<file path="src/source/playfield_macros.svh">
// Width and count constants shared by the playfield RTL.
// Include wherever a port, type or array size depends on them.

`ifndef PLAYFIELD_MACROS_SVH
`define PLAYFIELD_MACROS_SVH

// video RAM bus
`define PF_ADDR_W       16      // word address width
`define PF_WORD_W       16      // data word width

// pixel group geometry
`define PF_LANES        8       // pixels expanded from one group
`define PF_MAX_WORDS    4       // words per group in 8 bpp

// line control counters
`define PF_REP_W        2       // h and v repeat count width
`define PF_GROUPS_W     8       // groups per line count width

`endif

</file>
<file path="src/source/pf_video_pkg.sv">
// Pixel format types for the playfield.
// Depth codes, colour indices and the 1 bpp attribute byte layout.

package pf_video_pkg;

    // depth code, as written by the host
    // code 3 is not named and decodes like BPP_8
    typedef enum logic [1:0] {
        BPP_1_ATTR = 2'd0,          // 1 word per group, attribute in high byte
        BPP_4      = 2'd1,          // 2 words per group
        BPP_8      = 2'd2           // 4 words per group
    } bpp_mode_e;

    // 8-bit colour index sent to the palette
    typedef logic [7:0] color_t;

    // high byte of word0 in 1 bpp mode
    // back nibble sits above fore, as in bits 15..12 / 11..8
    typedef struct packed {
        logic [3:0] back;           // colour for clear pixel bits
        logic [3:0] fore;           // colour for set pixel bits
    } attr_t;

    // lsb of the attribute byte inside word0
    localparam int ATTR_LSB = 8;

endpackage

</file>
<file path="src/source/pf_bus_pkg.sv">
// Memory bus side types for the playfield.
// Video RAM word address, data word and the fetch FSM states.

`include "playfield_macros.svh"

package pf_bus_pkg;

    // word address into video RAM
    typedef logic [`PF_ADDR_W-1:0] addr_t;

    // one display data word
    typedef logic [`PF_WORD_W-1:0] word_t;

    // fetch sequencer states
    typedef enum logic [2:0] {
        IDLE,                       // waiting for line start
        REQ,                        // set up address for next word
        WAIT_ACK,                   // cyc/stb up, waiting for slave ack
        HANDOFF,                    // group complete, bundle valid
        LINE_END                    // last group handed off, step line address
    } fetch_state_e;

endpackage

</file>
<file path="src/source/pf_ifs.sv">
// Internal interfaces of the playfield.
// word_bundle_if moves a fetched group from fetch to lanes and shifter,
// pixel_row_if carries the eight expanded lane outputs to the shifter.

`include "playfield_macros.svh"

interface word_bundle_if
    import pf_video_pkg::*;
    import pf_bus_pkg::*;
();

    word_t [`PF_MAX_WORDS-1:0] words;   // words[0] is the first fetched
    bpp_mode_e                 mode;    // depth the words were fetched for
    logic                      valid;   // all words of the group are in
    logic                      ready;   // shifter pending buffer is empty

    modport source (                    // fetch side
        output words,
        output mode,
        output valid,
        input  ready
    );

    modport sink_view (                 // lanes only look at the data
        input  words,
        input  mode
    );

    modport sink_ready (                // shifter does the handshake
        input  valid,
        output ready
    );

endinterface

interface pixel_row_if
    import pf_video_pkg::*;
();

    color_t [`PF_LANES-1:0] pixels;     // pixels[0] is leftmost, driven per lane

    modport sink (
        input  pixels
    );

endinterface

</file>
<file path="src/source/display_fetch.sv">
// Wishbone classic read master and line/group sequencer.
// Reads 1, 2 or 4 words per group from the line start address and hands each
// completed group to the shifter; steps the line address per vertical repeat.

`include "playfield_macros.svh"

module display_fetch
    import pf_video_pkg::*;
    import pf_bus_pkg::*;
(
    input  logic                    clk,
    input  logic                    reset_i,
    input  logic                    line_start_i,       // one cycle, honoured in IDLE
    input  logic                    frame_start_i,      // reload line start address
    input  addr_t                   start_addr_i,       // first line address of frame
    input  word_t                   line_len_i,         // words per display line
    input  logic [`PF_GROUPS_W-1:0] groups_i,           // groups in this line
    input  bpp_mode_e               mode_i,             // depth, latched at line start
    input  logic [`PF_REP_W-1:0]    v_repeat_i,         // extra times each line repeats
    output logic                    wb_cyc_o,
    output logic                    wb_stb_o,
    output logic                    wb_we_o,
    output addr_t                   wb_adr_o,
    input  word_t                   wb_dat_i,
    input  logic                    wb_ack_i,
    output logic                    line_fetched_o,     // pulse after last group handed off
    word_bundle_if.source           bundle_if
);

    localparam int IDX_W = $clog2(`PF_MAX_WORDS);

    fetch_state_e               state_q;
    addr_t                      line_addr_q;            // start of current display line
    addr_t                      addr_q;                 // next word to read
    logic [`PF_REP_W-1:0]       v_count_q;              // lines left before address steps
    logic [`PF_GROUPS_W-1:0]    group_cnt_q;            // groups left in the line
    logic [IDX_W-1:0]           word_idx_q;             // word slot being filled
    logic [IDX_W-1:0]           last_idx;               // final slot for this depth
    word_t [`PF_MAX_WORDS-1:0]  words_q;                // group being assembled
    bpp_mode_e                  mode_q;                 // depth for this line

    // number of words per group follows the depth
    always_comb begin
        case (mode_q)
            BPP_1_ATTR: last_idx = IDX_W'(0);
            BPP_4:      last_idx = IDX_W'(1);
            default:    last_idx = IDX_W'(`PF_MAX_WORDS - 1);   // 8 bpp and code 3
        endcase
    end

    // one outstanding read, cyc and stb only while waiting for ack
    assign wb_cyc_o = (state_q == WAIT_ACK);
    assign wb_stb_o = (state_q == WAIT_ACK);
    assign wb_we_o  = 1'b0;                             // read only master
    assign wb_adr_o = addr_q;                           // stable from REQ until ack

    assign line_fetched_o = (state_q == LINE_END);

    assign bundle_if.words = words_q;
    assign bundle_if.mode  = mode_q;
    assign bundle_if.valid = (state_q == HANDOFF);      // held until shifter takes it

    always_ff @(posedge clk) begin
        if (reset_i) begin
            state_q     <= IDLE;
            line_addr_q <= '0;
            v_count_q   <= '0;
            group_cnt_q <= '0;
            word_idx_q  <= '0;
        end else begin
            case (state_q)
                IDLE: begin
                    if (line_start_i) begin
                        addr_q      <= line_addr_q;     // every line restarts at line start
                        mode_q      <= mode_i;
                        group_cnt_q <= groups_i;
                        word_idx_q  <= '0;
                        if (groups_i == '0) begin
                            state_q <= LINE_END;        // empty line still steps vertically
                        end else begin
                            state_q <= REQ;
                        end
                    end
                end
                REQ: begin
                    state_q <= WAIT_ACK;                // raise cyc/stb next cycle
                end
                WAIT_ACK: begin
                    if (wb_ack_i) begin
                        words_q[word_idx_q] <= wb_dat_i;
                        addr_q              <= addr_q + 1'b1;
                        if (word_idx_q == last_idx) begin
                            state_q <= HANDOFF;         // group complete
                        end else begin
                            word_idx_q <= word_idx_q + 1'b1;
                            state_q    <= REQ;
                        end
                    end
                end
                HANDOFF: begin
                    if (bundle_if.ready) begin          // transfer happens this cycle
                        group_cnt_q <= group_cnt_q - 1'b1;
                        word_idx_q  <= '0;
                        if (group_cnt_q == `PF_GROUPS_W'(1)) begin
                            state_q <= LINE_END;
                        end else begin
                            state_q <= REQ;             // overlaps with shifter output
                        end
                    end
                end
                LINE_END: begin
                    // address steps only once the line has been shown v_repeat+1 times
                    if (v_count_q == '0) begin
                        line_addr_q <= line_addr_q + line_len_i;
                        v_count_q   <= v_repeat_i;
                    end else begin
                        v_count_q   <= v_count_q - 1'b1;
                    end
                    state_q <= IDLE;
                end
                default: begin
                    state_q <= IDLE;
                end
            endcase

            // new frame wins over the line end step
            if (frame_start_i) begin
                line_addr_q <= start_addr_i;
                v_count_q   <= v_repeat_i;              // restart vertical repeat
            end
        end
    end

endmodule

</file>
<file path="src/source/pixel_lane_expand.sv">
// One pixel lane: picks the colour index for position LANE out of the
// current word bundle according to depth, then applies the colour base.

`include "playfield_macros.svh"

module pixel_lane_expand
    import pf_video_pkg::*;
    import pf_bus_pkg::*;
#(
    parameter int LANE = 0                              // 0 is leftmost pixel
) (
    input  color_t                  colorbase_i,        // XOR'd into every index
    word_bundle_if.sink_view        bundle_if,
    output color_t                  pixel_o
);

    localparam int BIT_POS   = `PF_LANES - 1 - LANE;    // 1 bpp, msb is leftmost
    localparam int NIB_WORD  = LANE / 4;                // 4 bpp, four pixels per word
    localparam int NIB_LSB   = 12 - 4 * (LANE % 4);     // high nibble first
    localparam int BYTE_WORD = LANE / 2;                // 8 bpp, two pixels per word
    localparam int BYTE_LSB  = 8 - 8 * (LANE % 2);      // high byte first

    word_t  nib_word;
    word_t  byte_word;
    attr_t  attr;
    color_t index;

    always_comb begin
        nib_word  = bundle_if.words[NIB_WORD];
        byte_word = bundle_if.words[BYTE_WORD];
        attr      = attr_t'(bundle_if.words[0][ATTR_LSB +: 8]);
        case (bundle_if.mode)
            BPP_1_ATTR: begin
                // pixel bit picks fore or back colour
                index = {4'h0, bundle_if.words[0][BIT_POS] ? attr.fore : attr.back};
            end
            BPP_4: begin
                index = {4'h0, nib_word[NIB_LSB +: 4]};
            end
            default: begin
                index = byte_word[BYTE_LSB +: 8];       // 8 bpp and code 3
            end
        endcase
        pixel_o = index ^ colorbase_i;
    end

endmodule

</file>
<file path="src/source/scanout_shifter.sv">
// Two-stage pixel buffer feeding the output stream.
// A pending buffer takes each bundle, the shift register emits its eight
// pixels h_repeat+1 times each under valid/ready, and line end is flagged.

`include "playfield_macros.svh"

module scanout_shifter
    import pf_video_pkg::*;
(
    input  logic                    clk,
    input  logic                    reset_i,
    input  logic [`PF_REP_W-1:0]    h_repeat_i,         // extra copies of each pixel
    input  logic                    line_fetched_i,     // fetch has handed off the last group
    pixel_row_if.sink               row_if,
    word_bundle_if.sink_ready       bundle_if,
    output color_t                  pixel_o,
    output logic                    pixel_valid_o,
    input  logic                    pixel_ready_i,
    output logic                    line_done_o         // one cycle after last pixel taken
);

    localparam int POS_W = $clog2(`PF_LANES);

    color_t [`PF_LANES-1:0] pend_q;                     // next group, expanded
    color_t [`PF_LANES-1:0] shift_q;                    // group on output, [0] is current
    logic                   pend_full_q;
    logic                   active_q;                   // shift register holds pixels
    logic                   line_fetched_q;             // waiting for buffers to drain
    logic [POS_W-1:0]       pos_q;                      // pixel position in group
    logic [`PF_REP_W-1:0]   rep_q;                      // copies of current pixel sent
    logic                   consume;
    logic                   last_rep;
    logic                   group_end;
    logic                   load_shift;
    logic                   take_bundle;

    always_comb begin
        consume     = active_q && pixel_ready_i;
        last_rep    = (rep_q == h_repeat_i);
        group_end   = consume && last_rep && (pos_q == POS_W'(`PF_LANES - 1));
        load_shift  = pend_full_q && (!active_q || group_end);  // no bubble between groups
        take_bundle = bundle_if.valid && !pend_full_q;
    end

    assign bundle_if.ready = !pend_full_q;
    assign pixel_o         = shift_q[0];
    assign pixel_valid_o   = active_q;
    assign line_done_o     = line_fetched_q && !active_q && !pend_full_q;

    always_ff @(posedge clk) begin
        if (reset_i) begin
            pend_full_q    <= 1'b0;
            active_q       <= 1'b0;
            line_fetched_q <= 1'b0;
            pos_q          <= '0;
            rep_q          <= '0;
        end else begin
            if (take_bundle) begin
                pend_q      <= row_if.pixels;           // lanes show the bundle this cycle
                pend_full_q <= 1'b1;
            end

            if (consume) begin
                if (last_rep) begin
                    rep_q   <= '0;
                    pos_q   <= pos_q + 1'b1;            // wraps to 0 at group end
                    shift_q <= {color_t'(0), shift_q[`PF_LANES-1:1]};
                end else begin
                    rep_q   <= rep_q + 1'b1;
                end
            end

            if (group_end) begin
                active_q <= 1'b0;                       // overridden by a reload below
            end

            if (load_shift) begin
                shift_q     <= pend_q;
                pos_q       <= '0;
                rep_q       <= '0;
                active_q    <= 1'b1;
                pend_full_q <= 1'b0;
            end

            if (line_done_o) begin
                line_fetched_q <= 1'b0;
            end
            if (line_fetched_i) begin
                line_fetched_q <= 1'b1;
            end
        end
    end

endmodule

</file>
<file path="src/source/video_playfield.sv">
// Bitmap playfield line generator, top level.
// Fetch over Wishbone, eight expansion lanes and the scanout shifter,
// exposed as plain ports with a valid/ready pixel stream.

`include "playfield_macros.svh"

module video_playfield
    import pf_video_pkg::*;
    import pf_bus_pkg::*;
(
    input  logic                    clk,
    input  logic                    reset_i,
    // line and frame control
    input  logic                    line_start_i,
    input  logic                    frame_start_i,
    input  addr_t                   start_addr_i,
    input  word_t                   line_len_i,
    input  logic [`PF_GROUPS_W-1:0] groups_i,
    input  bpp_mode_e               mode_i,
    input  color_t                  colorbase_i,
    input  logic [`PF_REP_W-1:0]    h_repeat_i,
    input  logic [`PF_REP_W-1:0]    v_repeat_i,
    output logic                    line_done_o,
    // Wishbone classic read master
    output logic                    wb_cyc_o,
    output logic                    wb_stb_o,
    output logic                    wb_we_o,
    output addr_t                   wb_adr_o,
    input  word_t                   wb_dat_i,
    input  logic                    wb_ack_i,
    // pixel stream
    output color_t                  pixel_o,
    output logic                    pixel_valid_o,
    input  logic                    pixel_ready_i
);

    logic line_fetched;                                 // fetch to shifter, last group gone

    word_bundle_if bundle_if ();
    pixel_row_if   row_if ();

    display_fetch display_fetch_i (
        .clk            (clk),
        .reset_i        (reset_i),
        .line_start_i   (line_start_i),
        .frame_start_i  (frame_start_i),
        .start_addr_i   (start_addr_i),
        .line_len_i     (line_len_i),
        .groups_i       (groups_i),
        .mode_i         (mode_i),
        .v_repeat_i     (v_repeat_i),
        .wb_cyc_o       (wb_cyc_o),
        .wb_stb_o       (wb_stb_o),
        .wb_we_o        (wb_we_o),
        .wb_adr_o       (wb_adr_o),
        .wb_dat_i       (wb_dat_i),
        .wb_ack_i       (wb_ack_i),
        .line_fetched_o (line_fetched),
        .bundle_if      (bundle_if)
    );

    // one lane per pixel of the group, lane 0 leftmost
    for (genvar g = 0; g < `PF_LANES; g++) begin : g_lane
        pixel_lane_expand #(
            .LANE       (g)
        ) pixel_lane_expand_i (
            .colorbase_i(colorbase_i),
            .bundle_if  (bundle_if),
            .pixel_o    (row_if.pixels[g])
        );
    end

    scanout_shifter scanout_shifter_i (
        .clk            (clk),
        .reset_i        (reset_i),
        .h_repeat_i     (h_repeat_i),
        .line_fetched_i (line_fetched),
        .row_if         (row_if),
        .bundle_if      (bundle_if),
        .pixel_o        (pixel_o),
        .pixel_valid_o  (pixel_valid_o),
        .pixel_ready_i  (pixel_ready_i),
        .line_done_o    (line_done_o)
    );

endmodule

</file>
<file path="config.mk">
export PLATFORM = sky130hd
export DESIGN_NAME = video_playfield
export DESIGN_NICKNAME = d
export VERILOG_FILES = /design/src/source/pf_video_pkg.sv /design/src/source/pf_bus_pkg.sv /design/src/source/pf_ifs.sv /design/src/source/display_fetch.sv /design/src/source/pixel_lane_expand.sv /design/src/source/scanout_shifter.sv /design/src/source/video_playfield.sv
export VERILOG_INCLUDE_DIRS = /design/src /design/src/source
export SDC_FILE = /design/constraint.sdc
export NUM_CORES = 1
export LEC_CHECK = 0
export BUFFER_PORTS_ARGS = -buffer_cell sky130_fd_sc_hd__buf_4
export CAP_MARGIN = 20
export CELL_PAD_IN_SITES_DETAIL_PLACEMENT = 1
export CELL_PAD_IN_SITES_GLOBAL_PLACEMENT = 2
export CORE_MARGIN = 2
export CORE_UTILIZATION = 41
export DETAILED_ROUTE_END_ITERATION = 12
export GPL_TIMING_DRIVEN = 0
export MAX_ROUTING_LAYER = met4
export PLACE_DENSITY = 0.78
export SKIP_CTS_REPAIR_TIMING = 1
export SLEW_MARGIN = 15
export SYNTH_ARGS = -nofsm -noshare
export SYNTH_HDL_FRONTEND = slang
export SYNTH_SLANG_ARGS = --single-unit
</file>
<file path="constraint.sdc">
create_clock -name clk -period 6.71 [get_ports clk]
set_clock_uncertainty 0.1 [all_clocks]
set_input_delay 0.671 -clock clk [delete_from_list [all_inputs] [get_ports clk]]
set_output_delay 0.671 -clock clk [all_outputs]
set_load 0.02 [all_outputs]
</file>
# After elaboration in Yosys (flattened, before gate mapping)
# Cells that the tools add are included.
[op_classes] magnitude_cmp=2 n_bitwise=9 add_sub_neg=7 reduce_logical=35 muxes=52 eq_ne=13
[op_table] op="64-bit 2-to-1 mux" n=3
[op_table] op="8-bit one-hot mux with 2 select lines" n=9
[op_table] op="16-bit 2-to-1 mux" n=6
[op_table] op="64-bit bitwise mux" n=1
[op_table] op="8-bit bitwise XOR" n=8
[op_table] op="16-bit demux with 2-bit select" n=1
[op_table] op="4-bit 2-to-1 mux" n=8
[op_table] op="16-bit one-hot mux with 2 select lines" n=1
[op_table] op="2-bit 2-to-1 mux" n=9
[op_table] op="16-bit by 1-bit adder with 16-bit output, second input constant" n=1
[op_table] op="16-bit adder" n=1
[op_table] op="8-bit 2-to-1 mux" n=2
[op_table] op="2-bit nonzero test" n=8
[op_table] op="3-bit 2-to-1 mux" n=5
[op_table] op="3-bit AND reduction" n=5
[op_table] op="3-bit one-hot mux with 4 select lines" n=1
[op_table] op="8-bit by 1-bit equality test with 1-bit output, second input constant" n=1
[op_table] op="1-bit logical AND" n=8
[op_table] op="8-bit logical NOT" n=1
[op_table] op="8-bit by 1-bit subtractor with 8-bit output, second input constant" n=1
[op_table] op="3-bit by 2-bit equality test with 1-bit output, second input constant" n=2
[op_table] op="3-bit equality test, second input constant" n=2
[op_table] op="2-bit inequality test, second input constant" n=3
[op_table] op="2-bit one-hot mux with 3 select lines" n=1
[op_table] op="other kinds (21)" n=30
[word_totals] reg_bits=249 wordCells=150 output_inout_bits=29

# Depth between registers and ports, before layout
# Gate-level depths: netlist of run 1.
[depth] ltp_word=7 mapped_depth=7 ltp_nobuf=7

# By module
# Synthesis of run 1 repeated with hierarchy kept, for this count alone.
[unflattened] cells_unflattened=1089 area_unflattened_um2=13247.7
[by_module_without_submodules] module="display_fetch" area_per_inst_um2=5360.1 instances=1 cells_each=484
[by_module_without_submodules] module="scanout_shifter" area_per_inst_um2=5303.8 instances=1 cells_each=254
[by_module_without_submodules] module="pixel_lane_expand at g_lane[3].pixel_lane_expand_i ..." area_per_inst_um2=364.1 instances=5 cells_each=49
[by_module_without_submodules] module="pixel_lane_expand at g_lane[2].pixel_lane_expand_i" area_per_inst_um2=304.0 instances=1 cells_each=41
[by_module_without_submodules] module="pixel_lane_expand at g_lane[0].pixel_lane_expand_i" area_per_inst_um2=261.5 instances=1 cells_each=35
[by_module_without_submodules] module="pixel_lane_expand at g_lane[1].pixel_lane_expand_i" area_per_inst_um2=197.7 instances=1 cells_each=30

# Least setup slack after synthesis of run 1
# No wires, ideal clock.
[synth_timing] path_kind="in2reg" from="in reset_i" to="reg scanout_shifter_i.pend_q[0] in the netlist's numbering, enable pin" path_stages=3 arrival_time_ps=5493 slack_ps=552 setup_ps=564 required_ps=6046 path_cell_list="clkbuf_1 -> buf_1 -> nor3_1"
[synth_between] elab_chain_len=2
[synth_rtl] item="from (decl)" line_no="video_playfield.sv:12" source="input logic reset_i,"
[synth_rtl] item="1-bit NOT (no line)"
[synth_rtl] item="2-bit AND reduction (no line)"
[synth_rtl] item="to (signal assigned)" line_no="scanout_shifter.sv:59" source="pend_q <= row_if.pixels;"
[synth_rtl] item="to (decl)" line_no="scanout_shifter.sv:24" source="color_t [`PF_LANES-1:0] pend_q;"
# Every way passes these cells.
# A chain may end at the register's enable or synchronous reset.

# Final worst setup path of run 1
[layout_timing] from="reg display_fetch_i.state_q[1]" to="out wb_stb_o"
[layout_between] elab_chain_len=1
[layout_rtl] item="from (decl)" line_no="display_fetch.sv:32" source="fetch_state_e state_q;"
[layout_rtl] item="from (signal assigned)" line_no="display_fetch.sv:65" source="state_q <= IDLE;"
[layout_rtl] item="from (signal assigned)" line_no="display_fetch.sv:79" source="state_q <= LINE_END;"
[layout_rtl] item="from (signal assigned)" line_no="display_fetch.sv:81" source="state_q <= REQ;"
[layout_rtl] item="3-bit by 2-bit equality test with 1-bit output" line_no="display_fetch.sv:53" source="assign wb_stb_o = (state_q == WAIT_ACK);"
[layout_rtl] item="to (decl)" line_no="video_playfield.sv:26" source="output logic wb_stb_o,"
# Every way passes these cells.

==> impl_metrics.json, run 1 <==
{
  "synth_area_mm2": 0.0120,
  "antenna_found_initial": 0,
  "ys.warnings.count": 0,
  "powerDensity_mw_per_mm2": 265,
  "coreArea_mm2": 0.0287,
  "die_y_um": 175,
  "max_clock_freq_mhz": 290,
  "grt_pass1_vias": 8665,
  "path_clk_slew_ps": 60,
  "finalWorstSetupSlack_ps": 3260,
  "cts_root_buf": "clkbuf_16",
  "end_kind": "primary output",
  "finalSetupViolations": 0,
  "path_delay_family": "buffers and inverters",
  "n_fill_cell": 3054,
  "num_antenna_cells": 0,
  "worstMarginPinSlew_ps": 988,
  "avgSynthCellArea_um2": 11.9,
  "htree_levels": 1,
  "relSlewSlack_pct": 34.1,
  "async_reset_ff_share_pct": 0,
  "grt-ovfl-total": 0,
  "worst-r2r-cell-count": 8,
  "synth_top_area_share_pct": 52.7,
  "cpPeakStageDelay_ps": 440,
  "synth_edf_count": 210,
  "worst-path-buf-inv": 4,
  "synth_nets": 1110,
  "worstSetupEndpoint": "wb_stb_o",
  "die-area_mm2": 0.0306,
  "fin_nets": 1244,
  "die_x_um": 175,
  "finalWirelength_um": 31200,
  "critical_path.startpoint": "display_fetch_i.state_q[1]$_SDFFE_PP0P_",
  "synth-seq-cells": 249,
  "grt_max_degree": 47,
  "synth_top_area_cell": "edfxtp_1",
  "clock_power_share_pct": 42.3,
  "start_util_pct": 41.7,
  "first_pass_iters": 4,
  "clk_latency_ps": 540,
  "ff_latch_area_mm2": 0.00709,
  "netSwitchingPower_uw": 898,
  "outcome": "finished clean",
  "reg2reg_setup_slack_ps": 3440,
  "cp.depth": 6,
  "cts.path.max_buffers": 3,
  "rsz0062_at_grt": "false",
  "dr_total_vias": 8119,
  "portBuffers": 95,
  "synth_top_flop_cell": "edfxtp_1",
  "syn_to_final_growth_pct": 18.9,
  "drt.antenna.violating_nets": 0,
  "seq_area_frac_synth_pct": 59.2,
  "hold_class": "in -> reg",
  "whs_ps": 206,
  "vias_per_cell": 5.24,
  "yosys-top-cells-area": "edfxtp_1 53%, dfxtp_1 6.5%, mux2_2 5.5%, xnor2_1 3.7%, a21oi_1 3.7%",
  "io_pins": 105,
  "drc": 0,
  "intPower_uw": 2870,
  "p_leak_uw": 0.00520,
  "maxSlewViolCount": 0,
  "timing.rr.end": "scanout_shifter_i.shift_q[63]$_SDFFCE_PN0P_",
  "worstSetupStartpointType": "flip-flop",
  "worstPathCellList": "clkbuf_1 > nand2_1 > nor2_1 > clkbuf_1 > buf_4 > buf_4",
  "pre_cts_ws_ps": 3090,
  "multiInputGateArea_mm2": 0.00447,
  "num_rows": 62,
  "worst_path_max_delay_cell": "nor2_1",
  "drive_gt1_share_pct": 19.9,
  "drt-initial-drc-count": 476,
  "pwr-share-comb_pct": 11.0,
  "syn_inst": 1009,
  "cp_max_fo": 11,
  "synth_cell_types": 63,
  "path_class": "reg -> out",
  "drv_cap": 0,
  "grtUsageTotal_pct": 21.2,
  "place_hpwl_um": 22600,
  "min_period_ps": 3450,
  "switching_share_pct": 23.8,
  "cts_inserted_buffers": 28,
  "clock_sinks": 249,
  "worstPathArrival_ps": 2680,
  "place.gp.congestion": 0.851,
  "p_seq_share_pct": 46.8,
  "grt_pass1_wl_um": 49200,
  "wl_per_cell_um": 20.1,
  "min_period_over_period_pct": 51.4,
  "rr_startpoint": "scanout_shifter_i.pixel_valid_o$_SDFFE_PP0P_",
  "ir_drop_uv": 201,
  "worstPathRequired_ps": 5940,
  "hold_viol_final": 0,
  "tritoncts": "done"
}
stage by stage:
stage                     utilization (%)  total power (uW)  std cells  TNS, ps  instance area (um2)
after floorplan                         -              2050       1009        0                12000
after global placement               45.8              2200       1488  -176400                13200
after detailed placement             46.2              2210       1497        0                13300
after CTS                            49.6              3810       1549        0                14200
after global routing                 49.6              3910       1549        0                14200
final                                49.6              3770       1549        0                14200
how the worst min path moves through the flow:
stage                                                   from                                       endpoint  depth (start not counted)
6_report                                           mode_i[1]    display_fetch_i.bundle_if.mode[1]$_DFFE_PP_                          1
5_1_grt                                            mode_i[1]    display_fetch_i.bundle_if.mode[1]$_DFFE_PP_                          1
4_1_cts                                            mode_i[0]    display_fetch_i.bundle_if.mode[0]$_DFFE_PP_                          1
3_5_place_dp   scanout_shifter_i.line_fetched_q$_SDFFE_PP0P_  scanout_shifter_i.line_fetched_q$_SDFFE_PP0P_                          2
3_3_place_gp   scanout_shifter_i.line_fetched_q$_SDFFE_PP0P_  scanout_shifter_i.line_fetched_q$_SDFFE_PP0P_                          2
2_1_floorplan  scanout_shifter_i.line_fetched_q$_SDFFE_PP0P_  scanout_shifter_i.line_fetched_q$_SDFFE_PP0P_                          2
routing by layer:
metal  wire (um)  part of all wire, %  vias to the layer above  GRT usage (%)
met5           0                    0                        -              -
met4         584                  1.9                        0           4.65
met3        1430                  4.6                       47           3.63
met2       15800                   51                      146           36.9
met1       13400                   43                     4025           26.0
li1            -                    -                     3901              -
cell type report:
type	instances	area share [%]
Multi-Input combinational cell	665	31.4
Sequential cell	249	49.8
Clock buffer	38	5.55
Inverter	20	0.528
Clock inverter	14	1.24
Timing Repair Buffer	104	5.68
Buffer	75	2.44
Tap cell	384	3.38
state kept, by name (all words and copies together), names as in the netlist:
register / cells
display_fetch_i.bundle_if.mode: 2
display_fetch_i.bundle_if.words: 64
display_fetch_i.group_cnt_q: 8
display_fetch_i.line_addr_q: 16
display_fetch_i.state_q: 3
display_fetch_i.v_count_q: 2
display_fetch_i.wb_adr_o: 16
display_fetch_i.word_idx_q: 2
scanout_shifter_i.line_fetched_q: 1
scanout_shifter_i.pend_full_q: 1
scanout_shifter_i.pend_q: 64
scanout_shifter_i.pixel_o: 8
scanout_shifter_i.pixel_valid_o: 1
scanout_shifter_i.pos_q: 3
scanout_shifter_i.rep_q: 2
scanout_shifter_i.shift_q: 56
power groups by stage:
stage               combinational [uW]  sequential [uW]  clock (uW)
floorplan                          257             1800           0
global placement                   404             1800           0
detailed placement                 414             1790           0
CTS                                417             1760        1630
global route                       459             1770        1690
finish                             413             1760        1590
cell usage after synthesis, types with 7 or more instances:
master	number
edfxtp_1	210
nand2_1	87
inv_1	20
a211oi_1	10
clkbuf_1	47
and2_1	15
o21ai_0	46
nand3_1	18
dfxtp_1	39
buf_4	16
ha_1	24
nor2_1	84
mux2_2	58
nand4_1	7
xor2_1	42
nor3_1	12
buf_1	8
mux2i_1	35
a21oi_1	88
xnor2_1	51
kinds of logic (layout without fill, tap and decap cells):
logic type | count (synthesis) | in the layout | synth area share, %
multiplexers | 93 | 93 | 8.39
other | 1 | 1 | 0.0313
AND/OR/NAND/NOR | 262 | 262 | 10.0
buffers and inverters | 95 | 251 | 3.52
adder cells (fa/ha/maj) | 25 | 25 | 2.68
AO/OA/AOI/OAI | 191 | 191 | 9.30
XOR/XNOR | 93 | 93 | 6.81
flip-flops | 249 | 249 | 59.2
cells in the final DEF, fill, tap and decap left out, types with 6 or more instances in the layout:
cell	netlist	layout
nand3_1	18	18
nand4_1	7	7
nor3_1	12	11
a21oi_1	88	88
a21o_1	6	6
a31oi_1	6	6
nand2_1	87	87
clkbuf_16	0	29
edfxtp_1	210	210
ha_1	24	24
mux2i_1	35	35
nor4_1	6	6
and2_1	15	15
inv_1	20	20
o21ai_0	46	46
xnor2_1	51	51
xor2_1	42	42
a211oi_1	10	10
mux2_2	58	58
dfxtp_1	39	39
nor2_1	84	84
buf_1	8	8
clkbuf_1	47	53
buf_4	16	117
worst register-to-register path, cell delays in order (launching register included):
cell	delay (ps)
dfxtp_1	480
nand2_1	150
nor3_2	500
a21boi_1	220
nor2b_1	170
buf_2	210
buf_2	330
o21ba_4	430
buf_16	290
Note: power is estimated with default switching activity, not from simulation.
==> inputs of run 2 (changes only) <==
--- a/config.mk
+++ b/config.mk
@@ -6,16 +6,17 @@
 export SDC_FILE = /design/constraint.sdc
 export NUM_CORES = 1
 export LEC_CHECK = 0
+export ABC_AREA = 1
 export BUFFER_PORTS_ARGS = -buffer_cell sky130_fd_sc_hd__buf_4
 export CAP_MARGIN = 20
 export CELL_PAD_IN_SITES_DETAIL_PLACEMENT = 1
 export CELL_PAD_IN_SITES_GLOBAL_PLACEMENT = 2
 export CORE_MARGIN = 2
-export CORE_UTILIZATION = 41
+export CORE_UTILIZATION = 38
 export DETAILED_ROUTE_END_ITERATION = 12
 export GPL_TIMING_DRIVEN = 0
 export MAX_ROUTING_LAYER = met4
-export PLACE_DENSITY = 0.78
+export PLACE_DENSITY = 0.77
 export SKIP_CTS_REPAIR_TIMING = 1
 export SLEW_MARGIN = 15
 export SYNTH_ARGS = -nofsm -noshare
==> constraint.sdc (replaced) <==
create_clock -name clk -period 3.3 [get_ports clk]
set_clock_uncertainty 0.1 [all_clocks]
set_input_delay 0.33 -clock clk [delete_from_list [all_inputs] [get_ports clk]]
set_output_delay 0.33 -clock clk [all_outputs]
set_load 0.02 [all_outputs]
==> run 2 against run 1 <==
- critical endpoint is now scanout_shifter_i.shift_q[46]$_DFFE_PP_
- sequential share of layout area down 2.1 points
- register-to-register slack worse by 3100 ps
- the flow now finishes with violations (hold timing)
- design area is 4.4% higher
- largest cell class unchanged
==> impl_metrics.json, run 2 <==
{
  "outcome": "complete, but fails checks",
  "violations": "hold timing",
  "cts.path.max_buffers": 3,
  "power_uw": 7830,
  "final_common_cell": "nand2_1",
  "die_x_um": 183,
  "drt.antenna.violating_nets": 0,
  "num_antenna_cells": 0,
  "place.gp.congestion": 0.888,
  "critical_path.startpoint": "scanout_shifter_i.pixel_valid_o$_SDFFE_PP0P_",
  "worstPathArrival_ps": 3090,
  "pre_cts_ws_ps": 293,
  "min_period_ps": 2940,
  "relSlewSlack_pct": 39.2,
  "grtUsageTotal_pct": 20.9,
  "yosys-top-cells-area": "edfxtp_1 52%, nand2_1 10%, dfxtp_1 6.4%, xor2_1 5.8%, nand3_1 4.4%",
  "min-delay-start": "groups_i[4]",
  "max_clock_freq_mhz": 340,
  "drt-initial-drc-count": 573,
  "synth_cell_types": 38,
  "finalWirelength_um": 33900,
  "clk_latency_ps": 540,
  "antenna_found_initial": 0,
  "worstMarginPinSlew_ps": 911,
  "wl_per_cell_um": 18.5,
  "worst_path_max_delay_cell": "a21oi_4",
  "final_cell_mix": "329 x nand2_1, 210 x edfxtp_1, 115 x buf_4, 108 x nand3_1, 102 x inv_1",
  "grt-ovfl-total": 0,
  "whs_ps": -18.3,
  "first_pass_iters": 5,
  "finalWorstSetupSlack_ps": 357,
  "cp_max_fo": 21,
  "syn_inst": 1250,
  "cts_root_buf": "clkbuf_16",
  "num_rows": 65,
  "grt_pass1_vias": 9298,
  "synth_edf_count": 210,
  "grt_max_degree": 28,
  "worstSetupStartpointType": "flip-flop",
  "seq_area_frac_synth_pct": 58.2,
  "synth-seq-cells": 249,
  "synth_top_area_cell": "edfxtp_1",
  "timing.rr.end": "scanout_shifter_i.shift_q[46]$_DFFE_PP_",
  "worst-r2r-cell-count": 9,
  "path_class": "reg -> reg",
  "synth_top_flop_cell": "edfxtp_1",
  "synth_nets": 1351,
  "die-area_mm2": 0.0335,
  "tritoncts": "done",
  "p_leak_uw": 0.00606,
  "rr_startpoint": "scanout_shifter_i.pixel_valid_o$_SDFFE_PP0P_",
  "place_hpwl_um": 25400,
  "holdPathStages": 3,
  "worst-path-buf-inv": 4,
  "worstPathRequired_ps": 3450,
  "drv_cap": 0,
  "drive_gt1_share_pct": 14.3,
  "clock_sinks": 249,
  "reg2reg_setup_slack_ps": 360,
  "end_kind": "flip-flop",
  "synth_top_area_share_pct": 51.8,
  "path_common_cell": "buf_16",
  "path_delay_family": "buffers and inverters",
  "portBuffers": 99,
  "htree_levels": 1,
  "avgSynthCellArea_um2": 9.74,
  "hold_viol_final": 6,
  "die_y_um": 183,
  "start_util_pct": 38.6,
  "yosys.cell_count.top_type": "nand2_1",
  "powerDensity_mw_per_mm2": 527,
  "coreArea_mm2": 0.0316,
  "min_period_over_period_pct": 89.2,
  "finalSetupViolations": 0,
  "ys.warnings.count": 0,
  "drc": 0,
  "cts_inserted_buffers": 29,
  "dr_total_vias": 9167,
  "fin_nets": 1517,
  "n_fill_cell": 3573,
  "worstPathCellList": "nand2_1 > inv_2 > nand3_2 > o21ai_2 > nand2_2 > clkbuf_1 > a21oi_4 > buf_16 > buf_16",
  "cpPeakStageDelay_ps": 550,
  "min_to": "display_fetch_i.group_cnt_q[4]$_SDFFE_PP0P_",
  "vias_per_cell": 4.98,
  "ir_drop_uv": 395,
  "async_reset_ff_share_pct": 0,
  "path_clk_slew_ps": 60,
  "io_pins": 105,
  "synthTopCellsByCount": "329 x nand2_1, 210 x edfxtp_1, 108 x nand3_1, 102 x inv_1, 81 x nor2_1",
  "rsz0062_at_grt": "false",
  "synth_area_mm2": 0.0122,
  "syn_to_final_growth_pct": 22.0,
  "grt_pass1_wl_um": 52600,
  "maxSlewViolCount": 0,
  "hold_class": "in -> reg"
}
## run 2: report_power, final
group          internal [uW]  switching, uW
clock                   1910           1310
combinational            375            629
sequential              3530           79.4
total                   5810           2020
## run 2: final cells by class
class | instances | area, um2 | area share [%]
Multi-Input combinational cell | 824 | 4360 | 29.3
Inverter | 110 | 413 | 2.78
Tap cell | 402 | 503 | 3.39
Sequential cell | 249 | 7090 | 47.7
Timing Repair Buffer | 135 | 1190 | 8.01
Clock inverter | 16 | 170 | 1.15
Buffer | 67 | 352 | 2.37
Clock buffer | 36 | 782 | 5.26
## run 2: stage by stage
stage	TNS, ps	area, um2	hold slack, ps	util [%]	std cells
2_1_floorplan	0	12200	308	-	1250
3_3_place_gp	-95110	13400	355	42.6	1751
3_5_place_dp	0	13600	366	43.2	1761
4_1_cts	0	14600	-166	46.2	1813
5_1_grt	0	14900	1.52	47.1	1839
6_report	0	14900	-18.3	47.1	1839
## run 2: logic make-up after synthesis
kind of cell | synth area share, %
multiplexers | 0.329
flip-flops | 58.2
AND/OR/NAND/NOR | 18.4
XOR/XNOR | 6.53
other | 0.0308
AO/OA/AOI/OAI | 7.57
buffers and inverters | 6.28
adder cells (fa/ha/maj) | 2.63
## run 2: worst max path at each step
| stage | endpoint | slack, ps | cells past startpoint |
|---|---|---|---|
| final | scanout_shifter_i.shift_q[46]$_DFFE_PP_ | 360 | 9 |
| after floorplan | scanout_shifter_i.pixel_o[0]$_DFFE_PP_ | 310 | 7 |
| after global routing | scanout_shifter_i.shift_q[54]$_DFFE_PP_ | 170 | 9 |
| after global placement | scanout_shifter_i.pend_q[44]$_DFFE_PP_ | -830 | 3 |
| after detailed placement | scanout_shifter_i.shift_q[61]$_SDFFCE_PN0P_ | 290 | 9 |
| after CTS | scanout_shifter_i.shift_q[61]$_SDFFCE_PN0P_ | 300 | 9 |
## run 2: worst min-delay path, delay by kind of cell
family / cells / cell delay (ps)
compound gates: 2 / 170
buf+inv: 1 / 90
## run 2: per-layer routing
metal | up-vias | routed length (um) | global-route usage, %
li1 | 4551 | - | -
met1 | 4389 | 17000 | 30.6
met2 | 185 | 15100 | 31.7
met3 | 42 | 1300 | 2.32
met4 | 0 | 584 | 4.26
met5 | - | 0 | -
==> inputs of run 3 (changes only) <==
==> constraint.sdc (replaced) <==
create_clock -name clk -period 3.2 [get_ports clk]
set_clock_uncertainty 0.1 [all_clocks]
set_input_delay 0.32 -clock clk [delete_from_list [all_inputs] [get_ports clk]]
set_output_delay 0.32 -clock clk [all_outputs]
set_load 0.02 [all_outputs]
==> run 3 against run 2 <==
- the run still ends with hold timing left
- core utilization up 0.13 points
- worst setup slack lost 110 ps
- critical path depth stayed put
- sequential share of layout area decreased by 0.13 points
- critical path type unchanged
- largest power group unchanged
- highest routed layer unchanged
==> impl_metrics.json, run 3 (synthesized netlist as in run 2, its figures left out) <==
{
  "outcome": "complete, but fails checks",
  "violations": "hold timing",
  "die-area_mm2": 0.0335,
  "clk_latency_ps": 540,
  "drc": 0,
  "finalSetupViolations": 0,
  "grt_pass1_wl_um": 52600,
  "min-delay-start": "groups_i[4]",
  "dr_total_vias": 9151,
  "p_seq_share_pct": 46.0,
  "relSlewSlack_pct": 39.4,
  "clock_power_share_pct": 41.1,
  "ff_latch_area_mm2": 0.00709,
  "coreArea_mm2": 0.0316,
  "place_hpwl_um": 25400,
  "power_uw": 8080,
  "drive_gt1_share_pct": 14.3,
  "portBuffers": 99,
  "drv_cap": 0,
  "rsz0062_at_grt": "false",
  "die_x_um": 183,
  "start_util_pct": 38.6,
  "hold_viol_final": 2,
  "min_period_ps": 2950,
  "worstPathRequired_ps": 3350,
  "ir_drop_uv": 405,
  "grt_pass1_vias": 9298,
  "path_class": "reg -> reg",
  "fin_nets": 1521,
  "critical_path.startpoint": "scanout_shifter_i.pixel_valid_o$_SDFFE_PP0P_",
  "wl_per_cell_um": 18.4,
  "pwr-share-comb_pct": 12.9,
  "powerDensity_mw_per_mm2": 542,
  "end_kind": "flip-flop",
  "netSwitchingPower_uw": 2080,
  "cts_root_buf": "clkbuf_16",
  "cts_inserted_buffers": 29,
  "worstMarginPinSlew_ps": 909,
  "min_period_over_period_pct": 92.2,
  "syn_to_final_growth_pct": 22.3,
  "drt-initial-drc-count": 517,
  "antenna_found_initial": 0,
  "worstSetupStartpointType": "flip-flop",
  "first_pass_iters": 5,
  "n_fill_cell": 3571,
  "drt.antenna.violating_nets": 0,
  "multiInputGateArea_mm2": 0.00436,
  "num_antenna_cells": 0,
  "rr_startpoint": "scanout_shifter_i.pixel_valid_o$_SDFFE_PP0P_",
  "whs_ps": -27.1,
  "clock_sinks": 249,
  "die_y_um": 183,
  "finalWirelength_um": 33900,
  "max_clock_freq_mhz": 339,
  "setup_tns_ps": 0,
  "hold_class": "in -> reg",
  "grtUsageTotal_pct": 20.9,
  "final_cell_mix": "329 x nand2_1, 210 x edfxtp_1, 115 x buf_4, 108 x nand3_1, 102 x inv_1",
  "grt-ovfl-total": 0,
  "path_clk_slew_ps": 60,
  "cp_max_fo": 21,
  "vias_per_cell": 4.97,
  "tritoncts": "done",
  "num_rows": 65,
  "worstPathArrival_ps": 3090,
  "cts.path.max_buffers": 3,
  "p_leak_uw": 0.00608,
  "switching_share_pct": 25.8,
  "post-route-util_pct": 47.2,
  "htree_levels": 1,
  "intPower_uw": 6000,
  "place.gp.congestion": 0.888,
  "io_pins": 105,
  "maxSlewViolCount": 0,
  "grt_max_degree": 28,
  "final_common_cell": "nand2_1"
}
-- run 3: changes by cell type in the layout (fill, tap and decap cells not counted), sizes merged --
| cell | previous run | this run |
|---|---|---|
| dlygate4sd3 | 26 | 30 |
-- run 3: metal layers --
metal,track usage [%],up-vias,routed length [um]
met5,-,-,0
met4,4.26,0,565
met3,2.32,38,1420
met2,31.7,189,15100
met1,30.6,4360,16900
li1,-,4564,-
-- run 3: metrics by stage --
| step | cells | instance area [um2] | setup slack, ps |
|---|---|---|---|
| after floorplan | 1250 | 12200 | 214 |
| after global placement | 1751 | 13400 | -924 |
| after detailed placement | 1761 | 13600 | 203 |
| after CTS | 1813 | 14600 | 204 |
| after global routing | 1843 | 14900 | 65.8 |
| final | 1843 | 14900 | 251 |
-- run 3: power by group through the flow --
stage / sequential [uW] / clock (uW) / combinational (uW)
after floorplan: 3780 / 0 / 610
after global placement: 3790 / 0 / 967
after detailed placement: 3790 / 0 / 1010
after CTS: 3720 / 3390 / 1020
after global routing: 3730 / 3510 / 1160
final: 3720 / 3320 / 1040
-- run 3: final timing paths --
| path | cells past startpoint | endpoint | slack [ps] |
|---|---|---|---|
| setup / recovery | 9 | scanout_shifter_i.shift_q[46]$_DFFE_PP_ | 250 |
| hold / removal | 3 | display_fetch_i.group_cnt_q[4]$_SDFFE_PP0P_ | -30 |
| setup reg to reg | 9 | scanout_shifter_i.shift_q[46]$_DFFE_PP_ | 250 |
| hold reg to reg | 2 | scanout_shifter_i.pos_q[1]$_SDFFE_PP0P_ | 370 |
-- run 3: final cells by class --
cell class	instances	share of cell area [%]
inverter	110	2.77
timing repair buffer	139	8.26
tap	402	3.38
multi-input combinational	824	29.3
clock inverter	16	1.14
clock buffer	36	5.25
buffer	67	2.36
sequential	249	47.6
-- run 3: worst max-delay path: stages, from the launching register on --
cell and delay (ps):
dfxtp_1 440, nand2_1 100, inv_2 100, nand3_2 220, o21ai_2 270, nand2_2 90
clkbuf_1 340, a21oi_4 550, buf_16 240, buf_16 180
